`config.mk`:
```
export PLATFORM = sky130hd
export DESIGN_NAME = latency_pipe
export DESIGN_NICKNAME = d
export VERILOG_FILES = /design/src/common/ddr3_pkg.sv /design/src/logic/latency_pipe.sv
export VERILOG_INCLUDE_DIRS = /design/src /design/src/common
export SDC_FILE = /design/constraint.sdc
export NUM_CORES = 1
export LEC_CHECK = 0
export BUFFER_PORTS_ARGS = -buffer_cell sky130_fd_sc_hd__clkbuf_2
export CAP_MARGIN = 0
export CORE_ASPECT_RATIO = 0.8
export CORE_MARGIN = 2
export CORE_UTILIZATION = 50
export CTS_BUF_LIST = sky130_fd_sc_hd__clkbuf_4 sky130_fd_sc_hd__clkbuf_8
export DETAILED_ROUTE_END_ITERATION = 12
export GPL_TIMING_DRIVEN = 0
export PLACE_DENSITY_LB_ADDON = 0.15
export SYNTH_ARGS = -nofsm -noshare
export SYNTH_HDL_FRONTEND = slang
export SYNTH_SLANG_ARGS = --single-unit
```
`constraint.sdc`:
```
create_clock -name clk -period 1.5 [get_ports clk]
set_input_delay 0.15 -clock clk [delete_from_list [all_inputs] [get_ports clk]]
set_output_delay 0.15 -clock clk [all_outputs]
set_load 0.02 [all_outputs]
```
`src/common/ddr3_macros.svh`:
```
/* ddr3 model widths and latencies */
`ifndef DDR3_MACROS_SVH
`define DDR3_MACROS_SVH

// bits per beat on the data bus
`define DDR3_DQ_WIDTH 8
// bank address pins
`define DDR3_BA_WIDTH 3
// row and column share these address pins
`define DDR3_A_WIDTH 13
// low row bits kept by the small array
`define DDR3_ROW_KEEP 3
// column address bits
`define DDR3_COL_WIDTH 10

// latencies in clocks
`define DDR3_AL 0
`define DDR3_CL 5
`define DDR3_CWL 5
`define DDR3_RL (`DDR3_AL + `DDR3_CL)
`define DDR3_WL (`DDR3_AL + `DDR3_CWL)

// clocks per burst, two beats per clock
`define DDR3_BL8_PAIRS 4
`define DDR3_BC4_PAIRS 2
// a12 on read or write selects bl8 when high
`define DDR3_BURST_BIT 12

// beat pair index is the column without its lowest bit
`define DDR3_PAIR_WIDTH (`DDR3_COL_WIDTH - 1)
`define DDR3_INDEX_WIDTH (`DDR3_BA_WIDTH + `DDR3_ROW_KEEP + `DDR3_PAIR_WIDTH)

`endif

```
`src/common/ddr3_pkg.sv`:
```
/* ddr3 model shared types */
`include "ddr3_macros.svh"

package ddr3_pkg;

	// {cs_n, ras_n, cas_n, we_n}
	// only activate, read, write and nop are acted on
	typedef enum logic [3:0] {
		CMD_MRS       = 4'b0000,
		CMD_REFRESH   = 4'b0001,
		CMD_PRECHARGE = 4'b0010,
		CMD_ACTIVATE  = 4'b0011,
		CMD_WRITE     = 4'b0100,
		CMD_READ      = 4'b0101,
		CMD_ZQC       = 4'b0110,
		CMD_NOP       = 4'b0111,
		CMD_DES       = 4'b1000
	} ddr3_cmd_e;

	// one memory word address, seen two ways
	// f: bank, kept row bits, beat pair index
	// index: flat word number for the array
	typedef union packed {
		struct packed {
			logic [`DDR3_BA_WIDTH-1:0]   bank;
			logic [`DDR3_ROW_KEEP-1:0]   row;
			logic [`DDR3_PAIR_WIDTH-1:0] pair;
		} f;
		logic [`DDR3_INDEX_WIDTH-1:0] index;
	} mem_addr_t;

endpackage

```
`src/logic/latency_pipe.sv`:
```
/* burst request delay line */
`timescale 1ns/1ps

module latency_pipe
	import ddr3_pkg::*;
#(
	parameter int DEPTH = 2
)
(
	input  logic      clk,
	input  logic      reset_n,
	input  logic      in_req,
	input  logic      in_bl8,
	input  mem_addr_t in_addr,
	output logic      out_req,
	output logic      out_bl8,
	output mem_addr_t out_addr
);

	// valid bit per stage
	logic [DEPTH-1:0] req_sr;
	// payload per stage
	logic             bl8_sr  [DEPTH];
	mem_addr_t        addr_sr [DEPTH];

	always_ff @(posedge clk)
	begin
		if (!reset_n)
		begin
			req_sr <= '0;
		end
		else
		begin
			req_sr <= {req_sr[DEPTH-2:0], in_req};
		end
	end

	// payload only moves along with a valid request
	always_ff @(posedge clk)
	begin
		if (in_req)
		begin
			bl8_sr[0]  <= in_bl8;
			addr_sr[0] <= in_addr;
		end
		for (int i = 1; i < DEPTH; i++)
		begin
			if (req_sr[i-1])
			begin
				bl8_sr[i]  <= bl8_sr[i-1];
				addr_sr[i] <= addr_sr[i-1];
			end
		end
	end

	assign out_req  = req_sr[DEPTH-1];
	assign out_bl8  = bl8_sr[DEPTH-1];
	assign out_addr = addr_sr[DEPTH-1];

endmodule

```
== After elaboration in Yosys (flattened, before gate mapping) ==
Memories as Yosys holds them, arrays and structs flattened.
Cells that the tools add are included.
Widths: inputs -> output; s select.
Operators by class
  multiplexer cells: 4
Operator list (number)
  $mux 1: 4
Storage, ports and cells
  bits in writable memories: 32
  register bits after elaboration: 2
  input port bits: 19
  memories kept: 2
Memories
  addr_sr: words 2, bits a word 15, rd ports 2, clocked after memory_dff 0, write ports 2, RTL line latency_pipe.sv:24  | mem_addr_t addr_sr [DEPTH];
  bl8_sr: words 2, bits a word 1, rd ports 2, clocked after memory_dff 0, write ports 2, RTL line latency_pipe.sv:23  | logic bl8_sr [DEPTH];

== Depth between registers and ports, before layout ==
Gate-level depths: netlist (run 1).
  depth in word-level cells: 2
  depth in mapped cells: 1
  gate-level depth less buffers: 1

== Worst setup path after synthesis (run 1) ==
Ideal clock, no wire load.
  kind: reg-to-reg
  start point: register req_sr[0]
  end point: memory addr_sr[0][15] in the netlist's numbering, enable pin
  period minus slack after synthesis: 1000 ps
  path slack: 500 ps
  library setup time: 374 ps
  arrival time: 626 ps
  stages on the path, launching flop included: 1
  path buffers: 0
  cells stage by stage: dfxtp_1
RTL lines
  start, declared: RTL line latency_pipe.sv:21  | logic [DEPTH-1:0] req_sr;
  start signal, assigned: RTL line latency_pipe.sv:34  | req_sr <= {req_sr[DEPTH-2:0], in_req};
  end, declared: RTL line latency_pipe.sv:24

==> run_results.csv, run 1 <==
group,metric,value,unit
clock_tree,post_cts_resized,0,
floorplan,initial_core_util,52.6,%
clock_tree,clk_pin_slew_worst_paths,0.09,ns
clock_tree,htree_num_levels,2,
global_route,grt.overflow.total,0,
sta,finalSetupViolations,0,
place,dp_slack,0.369,ns
synth,yosys.area_share.simple,1.11,%
critical_path,cp_max_fo,1,
route,antenna_left,0,
sta,finalWorstSetupSlack,0.355,ns
sta,period_minus_slack,1.14,ns
route,dr.pass1.iters,4,
synth,syn_area_per_cell,22.1,µm²
sta,rsz0062_at_grt,"no",
synth,synth_fp_nets,70,
layout,drive_above_1_share,51.8,%
layout,final_common_cell,"clkbuf_2",
synth,ys_seq_area_share,88.9,%
synth,synth.area.mux_share,0,%
sta,tightest_slew,0.667,ns
hold_path,min_path_type,"input port to flip-flop",
synth,ys_ff_latch,34,
power,p_leak,0.647,nW
critical_path,crit_chain,"buf_4 > clkbuf_2",
route,dr.first_iter.drc_count,11,
sta,fin_skew,0.00423,ns
route,routedWlPerCell,11.4,µm
power,p_total,1.78,mW
global_route,track_usage,13.1,%
route,vias,585,
sta,slew_viol_final,0,
route,dr.max_layer_used,"met4",
critical_path,crit_type,"flip-flop to primary output",
clock_tree,cts.sinks,34,
status,status,"finished clean",
critical_path,cp_num_buf_inv,2,
route,wl_met3,133,µm
clock_tree,insertion_delay,0.32,ns
sta,max_freq,873,MHz
floorplan,core_region_area,0.00214,mm²
critical_path,critPathLaunchType,"flip-flop",
route,met1_length,505,µm
critical_path,critical-path-max-stage-delay,0.39,ns
critical_path,crit_family,"flip-flops",
synth,synth_top_family_by_area,"buffers and inverters",
global_route,grt_max_degree,18,
clock_tree,cts_tree,"built",
flow_run,cap_violations,0,
synth,synth_compound_area_share,0,%
place,gp_congestion,0.610,
sta,finalHoldViolCount,0,
synth,synth_xor_area_share,0,%
global_route,grt_pass1_vias,583,
floorplan,num_rows,15,
layout,antenna_cells,0,
clock_tree,root_buffer,"clkbuf_4",
sta,fin_crit_sh,76.3,%
route,drt-total-wl,1.54,mm
global_route,grt_pass1_wl,2.28,mm
floorplan,die_h,46.4,µm
synth,synthAdderAreaFrac,0,%
floorplan,die_x,57.1,µm
critical_path,cp_slowest_cell,"edfxtp_1",
critical_path,arrival,0.99,ns
route,wl_met2,856,µm
synth,ys_warn_count,0,
global_route,antenna_found_initial,0,
power,power.density,1150,mW/mm²
power,ir_worst_vdd,997,µV
synth,synthCells,51,
synth,synth_area,0.00113,mm²
layout,final_cell_mix,"clkbuf_2 (35), edfxtp_1 (32), dlygate4sd3_1 (16)",
route,drc,0,
floorplan,dieArea,0.00265,mm²
layout,syn_to_final_growth,37.3,%
clock_tree,numCtsBuffers,5,
sta,maxSlewHeadroom,55.5,%
route,via_per_inst,4.33,
clock_tree,clk_path_buf_depth,2,
floorplan,pin_count,36,
sta,tns,0,ns
place,io_buffers,35,
critical_path,required,1.35,ns
synth,ys_types,4,
layout,fin_nets,128,
critical_path,endpoint_kind,"primary output",
-- report_power, final --
group / switching [mW] / leakage [nW] / internal [mW]
Sequential: 0.0248 / 0.323 / 1.12
Clock: 0.264 / 0.0331 / 0.194
Combinational: 0.0796 / 0.290 / 0.0975
Total: 0.368 / 0.647 / 1.41
-- metrics by stage --
step	hold slack (ns)	cells	instance area [µm²]	util, %
after floorplan	0.249	51	1130	-
after global placement	0.327	111	1330	62.3
after detailed placement	0.329	111	1330	62.3
after CTS	0.0285	135	1550	72.3
after global routing	0.0244	135	1550	72.3
final	0.0412	135	1550	72.3
-- routing by layer --
metal  track usage [%]  up-vias
li1                  -      289
met1              11.2      263
met2              23.2       29
met3              8.43        4
met4              7.91        0
met5                 0        -
-- cell families (layout without fill, tap and decap cells) --
group         count (synthesis)  after routing
simple gates                  2              2
flops                        34             34
buf+inv                      15             74
-- what timing repair did --
item / in CTS / in global routing
setup buffers: 0 / 0
hold buffers: 16 / 0
hold endpoints to repair: 16 / 0
-- synthesized netlist by cell type (all sizes together) --
master,number,area [µm²]
edfxtp,32,961
buf,15,113
and2,2,12.5
dfxtp,2,40.0
-- worst paths after layout --
kind / startpoint / to / slack (ns) / cells after the start
max: addr_sr[0][19]$_DFFE_PP_ / out_addr[4] / 0.36 / 2
min: reset_n / req_sr[1]$_SDFF_PN0_ / 0.04 / 2
max reg2reg: req_sr[0]$_SDFF_PN0_ / addr_sr[0][15]$_DFFE_PP_ / 0.38 / 0
min reg2reg: addr_sr[0][5]$_DFFE_PP_ / addr_sr[0][20]$_DFFE_PP_ / 0.43 / 0
-- state kept, by name, summed over array words and instances (netlist names) --
name     cells
req_sr       2
bl8_sr       2
addr_sr     30
-- cell type report --
type,count,area (µm²)
sequential,34,1000
fill,148,593
timing repair buffer,51,335
buffer,15,113
clock buffer,6,45.0
tap,25,31.3
multi-input combinational,2,12.5
clock inverter,2,8.76
Note: power is estimated with default switching activity, not from simulation.
==> inputs of run 2 (changes only) <==
clock period = 1.1 ns   (was 1.5 ns; I/O delays follow)
==> run_results.csv, run 2 (synthesis gave the netlist of run 1 again) <==
group,metric,value,unit
sta,period_minus_slack,1.05,ns
power,p_total,2.44,mW
power,swShare,20.5,%
place,io_buffers,35,
global_route,grt.overflow.total,0,
route,routedWlPerCell,11.7,µm
layout,syn_to_final_growth,40.4,%
clock_tree,numCtsBuffers,5,
critical_path,required,0.99,ns
global_route,antenna_found_initial,0,
floorplan,pin_count,36,
clock_tree,clk_path_buf_depth,2,
clock_tree,postCtsSetupBuffers,0,
layout,top_regs,"addr_sr: 30 flops, bl8_sr: 2 flops, req_sr: 2 flops",
critical_path,crit_family,"flip-flops",
floorplan,dieArea,0.00265,mm²
critical_path,critical-path-max-stage-delay,0.37,ns
layout,fin_nets,118,
global_route,grt_pass1_wl,2.25,mm
critical_path,cp_slowest_cell,"edfxtp_1",
sta,finalWorstSetupSlack,0.0452,ns
route,via_per_inst,4.34,
clock_tree,clk_pin_slew_worst_paths,0.09,ns
layout,seq_area,0.00100,mm²
layout,top_register,"addr_sr",
layout,multi_input_comb_area,12.5,µm²
floorplan,die_x,57.1,µm
hold_path,hold_depth,1,
route,dr.first_iter.drc_count,8,
power,pwr-share-clk,25.5,%
route,drc,0,
critical_path,crit_type,"flip-flop to primary output",
global_route,grt_max_degree,18,
clock_tree,insertion_delay,0.32,ns
critical_path,cp_max_fo,1,
sta,fin_skew,0.00719,ns
floorplan,num_rows,15,
route,dr.max_layer_used,"met4",
sta,max_freq,948,MHz
flow_run,cap_violations,0,
critical_path,cp_num_buf_inv,2,
layout,drive_above_1_share,47.0,%
power,internal-power,1.94,mW
route,drt-total-wl,1.46,mm
place,gp_congestion,0.610,
sta,fin_crit_sh,95.9,%
power,ir_worst_vdd,1360,µV
global_route,track_usage,13.0,%
critical_path,arrival,0.94,ns
place,dp_slack,-0.0309,ns
clock_tree,htree_num_levels,2,
route,antenna_left,0,
route,wl_met3,108,µm
route,dr.pass1.iters,2,
sta,rsz0062_at_grt,"yes",
sta,finalSetupViolations,0,
sta,finalHoldViolCount,0,
floorplan,die_h,46.4,µm
clock_tree,root_buffer,"clkbuf_4",
layout,largest_reg_flops,30,
critical_path,reg2reg_depth,0,
clock_tree,cts_tree,"built",
sta,slew_viol_final,0,
hold_path,min_path_type,"input port to flip-flop",
power,power.density,1550,mW/mm²
layout,final_cell_mix,"edfxtp_1 (32), clkbuf_2 (20), dlygate4sd3_1 (17)",
critical_path,critPathLaunchType,"flip-flop",
global_route,grt_pass1_vias,544,
critical_path,cp.depth,2,
power,p_leak,0.632,nW
power,power_frac_comb,10.5,%
route,wl_met2,756,µm
route,met1_length,545,µm
critical_path,endpoint_kind,"primary output",
status,status,"finished clean",
sta,tightest_slew,0.404,ns
critical_path,crit_chain,"buf_4 > buf_6",
clock_tree,cts.sinks,34,
power,p_seq_share,64.0,%
floorplan,core_region_area,0.00214,mm²
power,p_sw,501,µW
layout,final_common_cell,"edfxtp_1",
layout,n_fill_cell,134,
floorplan,initial_core_util,52.6,%
sta,maxSlewHeadroom,73.1,%
layout,antenna_cells,0,
route,vias,542,
run 2: cell count changes in the layout (fill, tap and decap cells not counted):
| cell | change |
|---|---|
| clkbuf_8 | +5 |
| buf_6 | +10 |
| dfxtp_2 | +1 |
| buf_4 | -11 |
| dfxtp_1 | -1 |
| dlygate4sd3_1 | +1 |
| clkbuf_2 | -15 |
run 2: per-stage QoR:
stage	utilization (%)	cell area [µm²]	hold WS, ns	TNS, ns	instances
2_1_floorplan	-	1130	0.209	0	51
3_3_place_gp	62.3	1330	0.287	-0.245	111
3_5_place_dp	62.3	1330	0.289	-0.486	111
4_1_cts	73.1	1560	0.294	0	131
5_1_grt	73.9	1580	0.299	-0.0120	125
6_report	73.9	1580	0.299	0	125
run 2: per-layer routing:
layer / GRT usage [%] / up-vias
li1: - / 268
met1: 12.9 / 245
met2: 20.9 / 25
met3: 8.43 / 4
met4: 7.44 / 0
met5: 0 / -
run 2: area by class of cell:
class	instances	area share, %
Tap cell	25	1.98
Timing Repair Buffer	52	28.6
Sequential cell	34	63.4
Clock buffer	6	2.85
Multi-Input combinational cell	2	0.791
Buffer	4	1.90
Clock inverter	2	0.554
run 2: what timing repair did:
action                     in CTS  in global routing
setup endpoints to repair      21                 10
resized for setup              11                 30
cloned                          0                  0
hold endpoints to repair       18                  0
hold buffers                   17                  0
run 2: worst paths after layout:
path                                 start                  endpoint  slack, ns
setup / recovery  addr_sr[0][20]$_DFFE_PP_               out_addr[5]       0.05
hold / removal                      in_req  addr_sr[0][12]$_DFFE_PP_       0.30
setup reg to reg      req_sr[0]$_SDFF_PN0_  addr_sr[0][23]$_DFFE_PP_       0.20
hold reg to reg   addr_sr[0][14]$_DFFE_PP_  addr_sr[0][29]$_DFFE_PP_       0.43
run 2: power groups by stage:
stage / logic, mW / registers [mW] / clock network (mW)
finish: 0.257 / 1.56 / 0.624
global route: 0.271 / 1.58 / 0.703
CTS: 0.245 / 1.56 / 0.647
detailed placement: 0.197 / 1.59 / 0
global placement: 0.194 / 1.58 / 0
floorplan: 0.110 / 1.58 / 0
==> inputs of run 3 (changes only) <==
CORE_UTILIZATION = 30   (was 50)
GPL_TIMING_DRIVEN = not set   (was 0)
==> run_results.csv, run 3 (synthesis gave the netlist of run 1 again) <==
group,metric,value,unit
status,status,"finished clean",
power,p_sw,542,µW
place,dp_slack,0.266,ns
hold_path,hold_depth,1,
power,swShare,20.7,%
clock_tree,root_buffer,"clkbuf_8",
floorplan,pin_count,36,
place,place_area,0.00127,mm²
critical_path,cp_slowest_cell,"edfxtp_1",
clock_tree,numCtsBuffers,5,
clock_tree,cts_tree,"built",
power,pwr-share-clk,33.2,%
place,io_buffers,35,
route,antenna_left,0,
place,dp_cells,115,
critical_path,crit_family,"flip-flops",
route,via_per_inst,3.87,
global_route,track_usage,8.42,%
flow_run,cap_violations,0,
route,dr.pass1.iters,4,
sta,fin_skew,0.00418,ns
floorplan,die_h,58.8,µm
layout,final_cell_mix,"clkbuf_2 (35), edfxtp_1 (32), dlygate4sd3_1 (12)",
critical_path,crit_chain,"clkbuf_2",
sta,fin_crit_sh,86.6,%
power,p_total,2.62,mW
sta,rsz0062_at_grt,"no",
layout,fin_nets,111,
sta,slew_viol_final,0,
critical_path,rrSetupSlack,0.28,ns
power,ir_worst_vdd,1000,µV
power,internal-power,2.07,mW
sta,period_minus_slack,0.952,ns
layout,antenna_cells,0,
route,vias,523,
floorplan,dieArea,0.00426,mm²
critical_path,critical-path-max-stage-delay,0.39,ns
global_route,antenna_found_initial,0,
layout,n_fill_cell,319,
global_route,grt_pass1_vias,520,
critical_path,required,0.99,ns
critical_path,worstReg2RegStart,"req_sr[0]$_SDFF_PN0_",
critical_path,endpoint_kind,"primary output",
clock_tree,cts.sinks,34,
route,routedWlPerCell,11.7,µm
global_route,grt_max_degree,18,
critical_path,crit_type,"flip-flop to primary output",
clock_tree,clk_path_buf_depth,2,
layout,seq_area,0.00100,mm²
floorplan,num_rows,19,
critical_path,cp_max_fo,1,
layout,drive_above_1_share,47.3,%
hold_path,hold_path_end,"addr_sr[0][6]$_DFFE_PP_",
layout,final_area,0.00147,mm²
route,drc,0,
sta,finalWorstSetupSlack,0.148,ns
layout,final_common_cell,"clkbuf_2",
layout,top_register,"addr_sr",
clock_tree,htree_num_levels,2,
layout,largest_reg_flops,30,
place,gp_congestion,0.654,
power,power.density,1770,mW/mm²
sta,finalHoldViolCount,0,
power,p_leak,0.585,nW
layout,finish.utilization,41.9,%
hold_path,min_path_type,"input port to flip-flop",
critical_path,cp_num_buf_inv,1,
floorplan,die_x,72.5,µm
clock_tree,clk_pin_slew_worst_paths,0.07,ns
clock_tree,insertion_delay,0.28,ns
global_route,grt_pass1_wl,2.34,mm
layout,final_cells,135,
floorplan,initial_core_util,32.0,%
critical_path,arrival,0.84,ns
layout,syn_to_final_growth,30.9,%
floorplan,core_region_area,0.00352,mm²
sta,maxSlewHeadroom,72.6,%
hold_path,hp-start,"in_addr[6]",
sta,finalSetupViolations,0,
sta,max_freq,1050,MHz
route,dr.first_iter.drc_count,41,
layout,multi_input_comb_area,12.5,µm²
critical_path,critPathLaunchType,"flip-flop",
critical_path,reg2reg_depth,1,
critical_path,reg2reg_to,"addr_sr[0][26]$_DFFE_PP_",
power,p_seq_share,59.4,%
sta,tightest_slew,0.410,ns
sta,tns,0,ns
power,power_frac_comb,7.5,%
sta,holdWs,0.00820,ns
route,drt-total-wl,1.58,mm
layout,top_regs,"addr_sr: 30 flops, bl8_sr: 2 flops, req_sr: 2 flops",
global_route,grt.overflow.total,0,
[run 3: layer usage]
metal  track usage, %  wire (µm)  vias to the layer above  share of wire, %
met3             4.28        119                        6               7.5
met5                0          0                        -                 0
met4             7.14         46                        0               2.9
li1                 -          -                      251                 -
met2             11.1        710                       27                45
met1             10.1        700                      239                44
[run 3: cell type report]
type	instances	share of cell area [%]
clock buffer	6	5.18
clock inverter	2	0.594
multi-input combinational	2	0.849
sequential	34	67.9
tap	42	3.57
timing repair buffer	49	21.9
[run 3: worst max-delay path by stage]
stage | startpoint | end | slack, ns | depth (start not counted)
final | addr_sr[0][24]$_DFFE_PP_ | out_addr[9] | 0.15 | 1
after global routing | addr_sr[0][24]$_DFFE_PP_ | out_addr[9] | 0.1 | 1
after CTS | addr_sr[0][24]$_DFFE_PP_ | out_addr[9] | 0.13 | 1
after detailed placement | in_req | addr_sr[0][1]$_DFFE_PP_ | 0.27 | 1
after global placement | in_req | addr_sr[0][1]$_DFFE_PP_ | 0.28 | 1
after floorplan | req_sr[0]$_SDFF_PN0_ | addr_sr[0][15]$_DFFE_PP_ | 0.10 | 0
[run 3: repair_timing]
item                      in CTS  in global routing
hold endpoints to repair      10                  2
resized for setup              0                  0
hold buffers                  10                  2
setup buffers                  0                  0
[run 3: power by group through the flow]
| stage | registers, mW | clock network, mW | logic (mW) |
|---|---|---|---|
| finish | 1.55 | 0.867 | 0.196 |
| global route | 1.56 | 0.965 | 0.211 |
| CTS | 1.56 | 0.896 | 0.193 |
| detailed placement | 1.58 | 0 | 0.165 |
| global placement | 1.58 | 0 | 0.165 |
| floorplan | 1.58 | 0 | 0.110 |
