<file path="src/common/ddr3_macros.svh">
/* ddr3 model widths and latencies */
`ifndef DDR3_MACROS_SVH
`define DDR3_MACROS_SVH

// bits per beat on the data bus
`define DDR3_DQ_WIDTH 8
// bank address pins
`define DDR3_BA_WIDTH 3
// row and column share these address pins
`define DDR3_A_WIDTH 13
// low row bits kept by the small array
`define DDR3_ROW_KEEP 3
// column address bits
`define DDR3_COL_WIDTH 10

// latencies in clocks
`define DDR3_AL 0
`define DDR3_CL 5
`define DDR3_CWL 5
`define DDR3_RL (`DDR3_AL + `DDR3_CL)
`define DDR3_WL (`DDR3_AL + `DDR3_CWL)

// clocks per burst, two beats per clock
`define DDR3_BL8_PAIRS 4
`define DDR3_BC4_PAIRS 2
// a12 on read or write selects bl8 when high
`define DDR3_BURST_BIT 12

// beat pair index is the column without its lowest bit
`define DDR3_PAIR_WIDTH (`DDR3_COL_WIDTH - 1)
`define DDR3_INDEX_WIDTH (`DDR3_BA_WIDTH + `DDR3_ROW_KEEP + `DDR3_PAIR_WIDTH)

`endif

</file>
<file path="src/common/ddr3_pkg.sv">
/* ddr3 model shared types */
`include "ddr3_macros.svh"

package ddr3_pkg;

	// {cs_n, ras_n, cas_n, we_n}
	// only activate, read, write and nop are acted on
	typedef enum logic [3:0] {
		CMD_MRS       = 4'b0000,
		CMD_REFRESH   = 4'b0001,
		CMD_PRECHARGE = 4'b0010,
		CMD_ACTIVATE  = 4'b0011,
		CMD_WRITE     = 4'b0100,
		CMD_READ      = 4'b0101,
		CMD_ZQC       = 4'b0110,
		CMD_NOP       = 4'b0111,
		CMD_DES       = 4'b1000
	} ddr3_cmd_e;

	// one memory word address, seen two ways
	// f: bank, kept row bits, beat pair index
	// index: flat word number for the array
	typedef union packed {
		struct packed {
			logic [`DDR3_BA_WIDTH-1:0]   bank;
			logic [`DDR3_ROW_KEEP-1:0]   row;
			logic [`DDR3_PAIR_WIDTH-1:0] pair;
		} f;
		logic [`DDR3_INDEX_WIDTH-1:0] index;
	} mem_addr_t;

endpackage

</file>
<file path="src/logic/ddr3_cmd_decode.sv">
/* ddr3 command decode and row tracking */
`timescale 1ns/1ps
`include "ddr3_macros.svh"

module ddr3_cmd_decode
	import ddr3_pkg::*;
(
	input  logic                      clk,
	input  logic                      reset_n,
	input  logic                      cs_n,
	input  logic                      ras_n,
	input  logic                      cas_n,
	input  logic                      we_n,
	input  logic [`DDR3_BA_WIDTH-1:0] ba,
	input  logic [`DDR3_A_WIDTH-1:0]  a,
	output logic                      rd_req,
	output logic                      wr_req,
	output logic                      req_bl8,
	output mem_addr_t                 req_addr
);

	localparam int BANKS = 2 ** `DDR3_BA_WIDTH;

	ddr3_cmd_e                 cmd_in;
	ddr3_cmd_e                 cmd_q;
	logic [`DDR3_BA_WIDTH-1:0] ba_q;
	logic [`DDR3_A_WIDTH-1:0]  a_q;
	logic [`DDR3_ROW_KEEP-1:0] row_q;
	// open row per bank
	logic [`DDR3_ROW_KEEP-1:0] row_table [BANKS];

	assign cmd_in = ddr3_cmd_e'({cs_n, ras_n, cas_n, we_n});

	// activate opens a row at its own edge
	always_ff @(posedge clk)
	begin
		if (!reset_n)
		begin
			for (int i = 0; i < BANKS; i++)
			begin
				row_table[i] <= '0;
			end
		end
		else if (cmd_in == CMD_ACTIVATE)
		begin
			row_table[ba] <= a[`DDR3_ROW_KEEP-1:0];
		end
	end

	// command word register
	always_ff @(posedge clk)
	begin
		if (!reset_n)
		begin
			cmd_q <= CMD_NOP;
		end
		else
		begin
			cmd_q <= cmd_in;
		end
	end

	// address captured with the command
	// row looked up at the command edge so a later activate
	// to the same bank cannot change it
	always_ff @(posedge clk)
	begin
		ba_q  <= ba;
		a_q   <= a;
		row_q <= row_table[ba];
	end

	// one clock burst request strobes
	always_ff @(posedge clk)
	begin
		if (!reset_n)
		begin
			rd_req <= 1'b0;
			wr_req <= 1'b0;
		end
		else
		begin
			rd_req <= (cmd_q == CMD_READ);
			wr_req <= (cmd_q == CMD_WRITE);
		end
	end

	// burst length and start address valid with the strobes
	always_ff @(posedge clk)
	begin
		req_bl8           <= a_q[`DDR3_BURST_BIT];
		req_addr.f.bank   <= ba_q;
		req_addr.f.row    <= row_q;
		// one word holds a beat pair so column bit 0 is dropped
		req_addr.f.pair   <= a_q[`DDR3_COL_WIDTH-1:1];
	end

endmodule

</file>
<file path="config.mk">
export PLATFORM = sky130hd
export DESIGN_NAME = ddr3_cmd_decode
export DESIGN_NICKNAME = d
export VERILOG_FILES = /design/src/common/ddr3_pkg.sv /design/src/logic/ddr3_cmd_decode.sv
export VERILOG_INCLUDE_DIRS = /design/src /design/src/common
export SDC_FILE = /design/constraint.sdc
export NUM_CORES = 1
export LEC_CHECK = 0
export ABC_AREA = 0
export CORE_AREA = 4 4 70 72
export DETAILED_ROUTE_END_ITERATION = 10
export DIE_AREA = 0 0 74 76
export DONT_BUFFER_PORTS = 1
export PLACE_DENSITY = 0.66
export SETUP_SLACK_MARGIN = 0.4
export SKIP_CTS_REPAIR_TIMING = 1
export SLEW_MARGIN = 20
export SYNTH_ARGS = -nofsm -noshare
export SYNTH_HDL_FRONTEND = slang
export SYNTH_SLANG_ARGS = --single-unit
</file>
<file path="constraint.sdc">
create_clock -name clk -period 3.5 [get_ports clk]
set_input_delay 0.7 -clock clk [delete_from_list [all_inputs] [get_ports clk]]
set_output_delay 0.7 -clock clk [all_outputs]
set_load 0.1 [all_outputs]
</file>
# [Yosys cells after proc, flatten, opt, wreduce, memory -nomap -nowiden]
# Memory sizes are Yosys's and may differ from the RTL's. A register that Yosys moved wholly into a read port is not among the register bits.
# Index checks and enable logic that the tools add are counted.
[word_totals] wordCells=19 latchBits=0 n_memories=1 ram_bits=24 in_bits=22 mem_bits_ro=0 regBits=38
[memory_table] memory="row_table" words=8 width=3 read_ports=1 rd_ports_with_merged_regs=1 write_ports=8 line="ddr3_cmd_decode.sv:30" rtl="logic [`DDR3_ROW_KEEP-1:0] row_table [BANKS];"
[op_classes] shifts=0 mul=0 addsub=0 muxes=7 eq_ne=3 n_bitwise=0 magnitude_cmp=0 div=0 reduce_logical=1
[ops] op="equality test 4 x 3 -> 1 bit, second input constant" n=2
[ops] op="2-to-1 mux 3 bit" n=2
[ops] op="2-to-1 mux 1 bit" n=5
[ops] op="equality test 4 x 2 -> 1 bit, second input constant" n=1
[ops] op="OR reduction 3 bit" n=1

# [Logic depth before layout (Yosys ltp)]
# Gate-level depths: netlist (run 1).
[logic_depth] depth_word=6 depth_mapped=5

# [Worst setup path after synthesis (run 1)]
# No wires, ideal clock.
[synth_timing] path_type="input to register" startpoint="in ba[1]" endpoint="mem row_table[2][0] in the netlist's numbering, enable pin" slack_ns=1.525 required_time_ns=3.156 path_stages=3 t_arrival_ns=1.631 setup_ns=0.344 path_cell_list="buf_2 or3b_2 o21ai_0"
[synth_rtl] item="start: declaration" line="ddr3_cmd_decode.sv:14" rtl="input logic [`DDR3_BA_WIDTH-1:0] ba,"
[synth_rtl] item="end: declaration" line="ddr3_cmd_decode.sv:30"

# [Final worst setup path (run 1)]
[layout_timing] startpoint="reg req_addr[0] in the netlist's numbering" endpoint="out req_addr[0] in the netlist's numbering"
[layout_rtl] item="start: declaration" line="ddr3_cmd_decode.sv:19" rtl="output mem_addr_t req_addr"
# No word-level cell between the ends.

==> impl_metrics.env, run 1 <==
export IMPL_min_from="a_q[3]$_DFF_P_"
export IMPL_timing_hold_ws_ns=0.324
export IMPL_p_per_area_mw_per_mm2=724
export IMPL_fmax_mhz=505
export IMPL_dieArea_mm2=0.00562
export IMPL_slew_viol_final=0
export IMPL_vias=1021
export IMPL_syn_to_final_growth_pct=13.1
export IMPL_nets=165
export IMPL_htreeDepth=3
export IMPL_path_max_fanout=1
export IMPL_peakVddDrop_uv=266
export IMPL_cts_root_buf="clkbuf_8"
export IMPL_postLayoutCellArea_mm2=0.00223
export IMPL_netlist_area_mm2=0.00198
export IMPL_finalCritPeriodShare_pct=56.6
export IMPL_ant_nets=0
export IMPL_ys_seq_elements=62
export IMPL_fin_crit_ns=1.98
export IMPL_endpoint_kind="output port"
export IMPL_rrSetupSlack_ns=2.25
export IMPL_synth_mux_area_share_pct=6.40
export IMPL_cts_buffers=9
export IMPL_die_y_um=76
export IMPL_wirelength_um=3260
export IMPL_boundaryPins=40
export IMPL_dp_hpwl_um=2160
export IMPL_synth_nets=160
export IMPL_yosys_area_share_simple_pct=12.9
export IMPL_core_area_mm2=0.00429
export IMPL_fp_row_count=24
export IMPL_arrival_ns=1.28
export IMPL_holdCritPathClass="reg2reg"
export IMPL_combPwrFrac_pct=2.2
export IMPL_synth_cell_types=27
export IMPL_syn_inst=138
export IMPL_path_class="reg2out"
export IMPL_regArea_mm2=0.00148
export IMPL_r2r_cells=2
export IMPL_regToRegEndpoint="row_q[2]$_DFF_P_"
export IMPL_multi_input_area_um2=455
export IMPL_power_internal_mw=1.23
export IMPL_power_frac_clock_pct=42.3
export IMPL_swShare_pct=24.2
export IMPL_path_clk_slew_ns=0.07
export IMPL_setup_violations_final=0
export IMPL_dpl_cell_area_mm2=0.00201
export IMPL_maxCapViolations=0
export IMPL_drive_gt1_share_pct=14.9
export IMPL_cts_sinks=62
export IMPL_mostFrequentLayoutCell="dfxtp_1"
export IMPL_place_congestion=0.760
export IMPL_diodes=0
export IMPL_grt_pass1_vias=1122
export IMPL_wl_per_cell_um=16.3
export IMPL_max_slew_margin_pct=37.0
export IMPL_min_to="req_addr[2]$_DFF_P_"
export IMPL_most_common_layout_cells="dfxtp_1 (38), nor2_1 (25), edfxtp_1 (24)"
export IMPL_first_pass_iters=4
export IMPL_fill_cells=376
export IMPL_antenna_found_initial=0
export IMPL_initial_core_util_pct=46.0
export IMPL_status="finished, final reports clean"
export IMPL_seqPwrFrac_pct=55.5
export IMPL_p_sw_mw=0.391
export IMPL_worst_slew_pin_slew_ns=0.944
export IMPL_yosysWarnings=0
export IMPL_skew_ns=0.00637
export IMPL_post_drt_via_cell_ratio=5.11
export IMPL_p_leak_nw=0.791
export IMPL_final_hold_violation_count=0
export IMPL_drc=0
export IMPL_clock_path_buffers=2
export IMPL_startpoint_type="register"
export IMPL_synth_area_per_cell_um2=14.3
export IMPL_rsz0062_at_grt="no"
export IMPL_reg2reg_from="row_table[7][2]$_SDFFCE_PN0P_"
export IMPL_synth_xor_area_share_pct=0
export IMPL_yosys_area_share_adder_pct=0
export IMPL_whs_path_depth=0
export IMPL_clkLatencyLatePin_ns=0.33
export IMPL_drt_iter0_markers=51
export IMPL_grt_max_degree=20
export IMPL_setup_tns_ns=0
export IMPL_total_power_mw=1.62
export IMPL_grt_ovfl_total=0
export IMPL_cts_tree="yes"
export IMPL_crit_cells=0
export IMPL_die_width_um=74
export IMPL_critical_path_required_ns=2.80
export IMPL_port_buffers=0
export IMPL_yosysSeqAreaShare_pct=75.0
export IMPL_synth_top_family_by_area="simple AND/OR/NAND/NOR gates"
export IMPL_grt_use_total_pct=13.4
export IMPL_synth_compound_area_share_pct=3.74
export IMPL_grt_pass1_wl_um=5290
[worst reg2reg max path, stage by stage, from the launching register on]
cell and delay [ns]:
edfxtp_1 0.39, mux4_1 0.48, mux2_2 0.27
[power groups by stage]
stage               logic, mW  clock network [mW]  registers (mW)
detailed placement     0.0356                   0           0.915
finish                 0.0353               0.684           0.898
floorplan              0.0388                   0           0.909
global placement       0.0343                   0           0.913
CTS                    0.0358               0.699           0.899
global route           0.0390               0.736           0.903
[per-layer routing]
| layer | wire length, um | vias up | part of all wire [%] | track usage, % |
|---|---|---|---|---|
| met3 | 263 | 8 | 8.1 | 8.18 |
| met5 | 0 | - | 0 | 0 |
| met2 | 1690 | 35 | 52 | 21.5 |
| met1 | 1240 | 481 | 38 | 13.2 |
| li1 | - | 497 | - | - |
| met4 | 72 | 0 | 2.2 | 7.07 |
[stage by stage]
step | worst slack, ns | utilization, % | cells
2_1_floorplan | 1.53 | - | 138
3_3_place_gp | 1.54 | 46.7 | 184
3_5_place_dp | 1.49 | 46.7 | 184
4_1_cts | 1.50 | 52.0 | 200
5_1_grt | 1.48 | 52.0 | 200
6_report | 1.52 | 52.0 | 200
[flip-flops by register name (all words and copies together), names as in the netlist]
name and flops:
row_q 3, wr_req 1, row_table 24, ba_q 3, cmd_q 4, req_bl8 1, rd_req 1, a_q 10
req_addr 15
[Yosys cell counts]
cell type | number | area share, %
edfxtp_1 | 24 | 36
or3b_2 | 1 | 0.44
mux2_2 | 2 | 1.1
and4bb_2 | 1 | 0.63
inv_1 | 1 | 0.19
buf_6 | 1 | 0.57
nand3b_1 | 4 | 1.5
o21ai_1 | 2 | 0.51
dfxtp_1 | 38 | 39
nand3_1 | 5 | 1.3
a221o_1 | 1 | 0.51
buf_2 | 4 | 1.0
and2_1 | 2 | 0.63
nor2b_1 | 1 | 0.32
nor2_1 | 25 | 4.7
mux2i_1 | 1 | 0.51
or3_1 | 1 | 0.32
nand2b_1 | 4 | 1.3
nand2_1 | 2 | 0.38
mux4_1 | 1 | 1.3
o211ai_1 | 1 | 0.38
a31oi_1 | 1 | 0.32
or3b_1 | 2 | 0.89
mux4_2 | 3 | 3.4
nor4bb_1 | 1 | 0.51
clkbuf_1 | 1 | 0.19
o21ai_0 | 8 | 2.0
[how the worst max path moves through the flow]
stage,start,to,slack [ns]
2_1_floorplan,ba[1],row_table[2][0]$_SDFFCE_PN0P_,1.53
3_3_place_gp,ras_n,row_table[6][2]$_SDFFCE_PN0P_,1.54
3_5_place_dp,ras_n,row_table[3][1]$_SDFFCE_PN0P_,1.49
4_1_cts,req_addr[0]$_DFF_P_,req_addr[0],1.50
5_1_grt,req_addr[8]$_DFF_P_,req_addr[8],1.48
6_report,req_addr[0]$_DFF_P_,req_addr[0],1.52
[logic make-up (layout without fill, tap and decap cells)]
kind of cell / after synthesis / count (layout)
AND/OR/NAND/NOR: 49 / 49
multiplexers: 7 / 7
AO/OA/AOI/OAI: 13 / 13
flip-flops: 62 / 62
buffers and inverters: 7 / 17
[layout make-up]
type,instances,share of cell area [%]
inverters,1,0.168
flip-flops and latches,62,66.3
well taps,52,2.91
multi-input cells,69,20.4
clock inverters,4,2.30
clock buffers,12,7.95
Note: power is estimated with default switching activity, not from simulation.
==> inputs of run 2 (changes only) <==
--- a/config.mk
+++ b/config.mk
@@ -6,12 +6,12 @@
 export SDC_FILE = /design/constraint.sdc
 export NUM_CORES = 1
 export LEC_CHECK = 0
-export ABC_AREA = 0
-export CORE_AREA = 4 4 70 72
+export ABC_AREA = 1
+export CORE_AREA = 4 4 73 75
 export DETAILED_ROUTE_END_ITERATION = 10
-export DIE_AREA = 0 0 74 76
+export DIE_AREA = 0 0 77 79
 export DONT_BUFFER_PORTS = 1
-export PLACE_DENSITY = 0.66
+export PLACE_DENSITY = 0.65
 export SETUP_SLACK_MARGIN = 0.4
 export SKIP_CTS_REPAIR_TIMING = 1
 export SLEW_MARGIN = 20
==> constraint.sdc (replaced) <==
create_clock -name clk -period 2 [get_ports clk]
set_input_delay 0.4 -clock clk [delete_from_list [all_inputs] [get_ports clk]]
set_output_delay 0.4 -clock clk [all_outputs]
set_load 0.1 [all_outputs]
==> run 2 against run 1 <==
Area after synthesis is 6.9% higher. Final area is 8.2% higher. Register-to-register slack worse by 1.1 ns. Hold slack worse by 0.24 ns. Count of clock-buffer cells in the layout is 1 higher. Sequential cell count stayed put. Clock power is 45% higher. First-iteration DRC count is 24% lower. Clock skew is 0.00057 ns lower. Utilization is 0.17 points lower. Synthesized cell count is 43% higher. Largest power group unchanged.
==> impl_metrics.env, run 2 <==
export IMPL_holdCritPathClass="in2reg"
export IMPL_fp_row_count=25
export IMPL_initial_core_util_pct=45.3
export IMPL_cts_root_buf="clkbuf_8"
export IMPL_fmax_mhz=744
export IMPL_total_power_mw=2.68
export IMPL_largest_registers="row_table (24), req_addr (15), a_q (10)"
export IMPL_place_congestion=0.778
export IMPL_ys_flop_type="dfxtp_1"
export IMPL_critical_path_required_ns=1.60
export IMPL_drive_gt1_share_pct=17.0
export IMPL_most_common_layout_cells="nand2_1 (71), dfxtp_1 (38), edfxtp_1 (24)"
export IMPL_post_place_ws_ns=0.353
export IMPL_synth_edff_count=24
export IMPL_synth_top_area_cell="dfxtp_1"
export IMPL_path_cells="buf_4"
export IMPL_slowest_delay_ns=0.33
export IMPL_status="finished, final reports clean"
export IMPL_die_y_um=79
export IMPL_cts_tree="yes"
export IMPL_dpl_cell_area_mm2=0.00223
export IMPL_wl_per_cell_um=12.1
export IMPL_postLayoutCellArea_mm2=0.00242
export IMPL_synth_area_per_cell_um2=10.7
export IMPL_combPwrFrac_pct=10.7
export IMPL_largest_reg_flops=24
export IMPL_fin_ws_ns=0.656
export IMPL_setup_violations_final=0
export IMPL_grt_max_degree=26
export IMPL_yosys_top_cells_area="dfxtp_1 (36%), edfxtp_1 (34%), nand2_1 (13%)"
export IMPL_mostFrequentLayoutCell="nand2_1"
export IMPL_slew_viol_final=0
export IMPL_wirelength_um=3360
export IMPL_ys_seq_elements=62
export IMPL_fill_cells=408
export IMPL_peakVddDrop_uv=448
export IMPL_ant_nets=0
export IMPL_final_hold_violation_count=0
export IMPL_diodes=0
export IMPL_core_area_mm2=0.00466
export IMPL_startpoint_type="register"
export IMPL_p_leak_nw=1.05
export IMPL_netlist_area_mm2=0.00211
export IMPL_die_width_um=77
export IMPL_p_sw_mw=0.687
export IMPL_port_buffers=0
export IMPL_path_buf_inv=1
export IMPL_maxCapViolations=0
export IMPL_regMostFlops="row_table"
export IMPL_p_per_area_mw_per_mm2=1110
export IMPL_grt_pass1_vias=1221
export IMPL_drc=0
export IMPL_power_frac_clock_pct=37.1
export IMPL_critPathSlowestCell="dfxtp_1"
export IMPL_yosysWarnings=0
export IMPL_synth_most_common_cell="nand2_1"
export IMPL_worst_slew_pin_slew_ns=0.431
export IMPL_power_internal_mw=1.99
export IMPL_antenna_found_initial=0
export IMPL_synth_cell_types=18
export IMPL_fin_util_pct=51.9
export IMPL_fin_crit_ns=1.34
export IMPL_skew_ns=0.00580
export IMPL_clkLatencyLatePin_ns=0.33
export IMPL_path_class="reg2out"
export IMPL_grt_ovfl_total=0
export IMPL_syn_to_final_growth_pct=14.5
export IMPL_dieArea_mm2=0.00608
export IMPL_cts_sinks=62
export IMPL_path_clk_slew_ns=0.06
export IMPL_max_slew_margin_pct=71.0
export IMPL_grt_pass1_wl_um=5270
export IMPL_yosysSeqAreaShare_pct=70.1
export IMPL_synth_nets=220
export IMPL_syn_inst=198
export IMPL_drt_iter0_markers=39
export IMPL_post_drt_via_cell_ratio=4.77
export IMPL_synthTopCellsByCount="nand2_1 (71), dfxtp_1 (38), edfxtp_1 (24)"
export IMPL_seqPwrFrac_pct=52.3
export IMPL_dp_hpwl_um=2280
export IMPL_arrival_ns=0.94
export IMPL_endpoint_kind="output port"
export IMPL_nets=241
export IMPL_cts_buffers=9
export IMPL_setup_tns_ns=0
export IMPL_vias=1327
export IMPL_clock_path_buffers=2
export IMPL_grt_use_total_pct=11.9
export IMPL_htreeDepth=3
export IMPL_boundaryPins=40
export IMPL_rsz0062_at_grt="no"
export IMPL_finalCritPeriodShare_pct=67.2
export IMPL_first_pass_iters=4
export IMPL_async_flop_share_pct=0
export IMPL_path_max_fanout=1
export IMPL_synth_top_cell_area_share_pct=36.0
export IMPL_swShare_pct=25.7
export IMPL_crit_family="flip-flops"
[run 2: cell types whose count changed in the layout (fill, tap and decap cells not counted), moves of 3 or more]
cell	change
nand3b_1	-4
inv_1	+7
nand2_1	+69
nand2b_1	-4
nor2_1	-17
nor3_1	+20
mux4_2	-3
o21ai_0	-4
buf_4	+18
[run 2: metal layers]
metal / vias to the layer above / share of wire, % / global-route usage, %
met1: 593 / 41 / 12.0
met5: - / 0 / 0
met2: 42 / 50 / 19.9
li1: 686 / - / -
met3: 6 / 8.4 / 7.14
met4: 0 / 1.3 / 4.80
[run 2: worst paths after layout]
path / start / to / slack, ns / depth (start not counted)
worst min register to register: row_q[0]$_DFF_P_ / req_addr[9]$_DFF_P_ / 0.33 / 0
worst max register to register: row_table[1][2]$_SDFFCE_PN0P_ / row_q[2]$_DFF_P_ / 1.18 / 6
worst max-delay path: req_addr[7]$_DFF_P_ / req_addr[7] / 0.66 / 1
worst min-delay path: a[4] / a_q[4]$_DFF_P_ / 0.09 / 0
[run 2: power by group through the flow]
| stage | Combinational, mW | Sequential (mW) | Clock, mW |
|---|---|---|---|
| after floorplan | 0.0938 | 1.58 | 0 |
| after global placement | 0.286 | 1.43 | 0 |
| after detailed placement | 0.288 | 1.43 | 0 |
| after CTS | 0.288 | 1.40 | 1.02 |
| after global routing | 0.303 | 1.41 | 1.08 |
| final | 0.286 | 1.40 | 0.993 |
[run 2: cell type report]
type	count	area [um^2]	share of cell area, %
clock buffers	13	170	7.04
repair buffers	18	135	5.59
clock inverters	3	15.0	0.621
multi-input cells	117	503	20.8
flip-flops and latches	62	1480	61.3
inverters	11	45.0	1.86
well taps	54	67.6	2.80
[run 2: logic make-up after synthesis]
family                 after synthesis  synth area share, %
AOI/OAI and AO/OA                    6                 1.42
DFF                                 62                 70.1
buffers and inverters               19                 6.04
and+or+nand+nor                    111                 22.4
[run 2: through the flow]
step                hold slack (ns)  instances
floorplan                     0.310        198
global placement              0.310        262
detailed placement            0.312        262
CTS                          0.0712        278
global route                 0.0621        278
finish                       0.0885        278
==> inputs of run 3 (changes only) <==
--- a/config.mk
+++ b/config.mk
@@ -11,7 +11,7 @@
 export DETAILED_ROUTE_END_ITERATION = 10
 export DIE_AREA = 0 0 77 79
 export DONT_BUFFER_PORTS = 1
-export PLACE_DENSITY = 0.65
+export PLACE_DENSITY = 0.67
 export SETUP_SLACK_MARGIN = 0.4
 export SKIP_CTS_REPAIR_TIMING = 1
 export SLEW_MARGIN = 20
==> constraint.sdc (replaced) <==
create_clock -name clk -period 1.2 [get_ports clk]
set_input_delay 0.24 -clock clk [delete_from_list [all_inputs] [get_ports clk]]
set_output_delay 0.24 -clock clk [all_outputs]
set_load 0.1 [all_outputs]
==> run 3 against run 2 <==
Critical path depth shrank 1. Setup slack lost 0.56 ns. First-iteration DRC count grew 51%. Hold slack lost 0.076 ns. Cell count grew 2.2%. Via count grew 6.3%. Combinational power shrank 6%. Global-route usage grew 1.6 points. Clock skew shrank 0.0011 ns. Sequential cell count is the same. Largest power group unchanged.
==> impl_metrics.env, run 3 (synthesis gave the netlist of run 2 again) <==
export IMPL_cts_root_buf="clkbuf_8"
export IMPL_fin_ws_ns=0.0997
export IMPL_post_drt_via_cell_ratio=4.97
export IMPL_grt_ovfl_total=0
export IMPL_startpoint_type="register"
export IMPL_fin_crit_ns=1.10
export IMPL_mostFrequentLayoutCell="nand2_1"
export IMPL_nets=247
export IMPL_finalCritPeriodShare_pct=91.7
export IMPL_htreeDepth=3
export IMPL_grt_pass1_wl_um=6110
export IMPL_ant_nets=0
export IMPL_peakVddDrop_uv=775
export IMPL_fmax_mhz=909
export IMPL_initial_core_util_pct=45.3
export IMPL_path_clk_slew_ns=0.07
export IMPL_skew_ns=0.00466
export IMPL_core_area_mm2=0.00466
export IMPL_diodes=0
export IMPL_grt_pass1_vias=1371
export IMPL_drt_iter0_markers=59
export IMPL_post_place_ws_ns=-0.0295
export IMPL_clkLatencyLatePin_ns=0.33
export IMPL_cts_tree="yes"
export IMPL_clock_path_buffers=2
export IMPL_port_buffers=0
export IMPL_largest_reg_flops=24
export IMPL_wl_per_cell_um=14.3
export IMPL_path_max_fanout=1
export IMPL_antenna_found_initial=0
export IMPL_worst_slew_pin_slew_ns=0.418
export IMPL_place_congestion=0.783
export IMPL_die_width_um=77
export IMPL_dp_hpwl_um=2610
export IMPL_vias=1411
export IMPL_endpoint_kind="output port"
export IMPL_most_common_layout_cells="nand2_1 (67), edfxtp_1 (24), dfxtp_1 (20)"
export IMPL_grt_max_degree=19
export IMPL_regMostFlops="row_table"
export IMPL_first_pass_iters=4
export IMPL_arrival_ns=0.86
export IMPL_maxCapViolations=0
export IMPL_path_class="reg2out"
export IMPL_slew_viol_final=0
export IMPL_grt_use_total_pct=13.5
export IMPL_drc=0
export IMPL_status="finished, final reports clean"
export IMPL_setup_violations_final=0
export IMPL_rsz0062_at_grt="yes"
export IMPL_die_y_um=79
export IMPL_final_hold_violation_count=0
export IMPL_drive_gt1_share_pct=37.4
export IMPL_largest_registers="row_table (24), req_addr (15), a_q (10)"
export IMPL_dieArea_mm2=0.00608
export IMPL_cts_sinks=62
export IMPL_critical_path_required_ns=0.96
export IMPL_cts_buffers=9
export IMPL_boundaryPins=40
export IMPL_holdCritPathClass="in2reg"
export IMPL_fp_row_count=25
export IMPL_wirelength_um=4070
export IMPL_max_slew_margin_pct=72.1
export IMPL_p_leak_nw=1.14
export IMPL_syn_to_final_growth_pct=38.1
export IMPL_total_power_mw=4.83
export IMPL_p_per_area_mw_per_mm2=1660
## run 3: changes by cell type in the layout (fill, tap and decap cells not counted), moves of 5 or more
cell,delta
nand3_1,-6
nand2_4,+5
dlygate4sd3_1,+15
nor3_1,-16
dfxtp_4,+18
nand3_4,+6
buf_4,-10
dfxtp_1,-18
nor3_2,+15
## run 3: per-stage QoR
step	cell area, um^2	utilization [%]	std cells	hold WS, ns	setup TNS [ns]
after global routing	2920	62.6	284	-0.00818	0
after global placement	2470	53.1	249	0.268	-0.00373
after floorplan	2490	-	198	0.268	0
final	2920	62.6	284	0.0126	0
after detailed placement	2470	53.1	249	0.268	-0.174
after CTS	2700	57.9	265	-0.0830	0
## run 3: power breakdown
part           total (mW)  switching [mW]  internal (mW)
combinational       0.268           0.156          0.113
sequential           2.59           0.301           2.29
clock                1.97           0.811           1.16
total                4.83            1.27           3.56
## run 3: metal layers
layer	global-route usage [%]	part of all wire [%]	wire length [um]	vias to the layer above
met2	23.3	53	2160	34
met1	13.5	40	1610	661
met3	6.24	5.0	203	12
met5	0	0	0	-
met4	7.47	2.3	95	0
li1	-	-	-	704
## run 3: area by class of cell
cell class / instances / area [um^2]
repair buffers: 23 / 210
fillers: 352 / 1740
clock buffers: 11 / 163
flip-flops and latches: 62 / 1550
multi-input cells: 118 / 801
inverters: 11 / 63.8
well taps: 54 / 67.6
clock inverters: 5 / 62.6
## run 3: path summary, 6_finish.rpt
kind / startpoint / depth (start not counted) / slack [ns] / end
setup / recovery: wr_req$_SDFF_PN0_ / 0 / 0.1 / wr_req
hold / removal: cs_n / 2 / 0.01 / cmd_q[3]$_SDFF_PN0_
setup reg to reg: row_table[4][0]$_SDFFCE_PN0P_ / 6 / 0.36 / row_q[0]$_DFF_P_
hold reg to reg: a_q[8]$_DFF_P_ / 0 / 0.32 / req_addr[7]$_DFF_P_
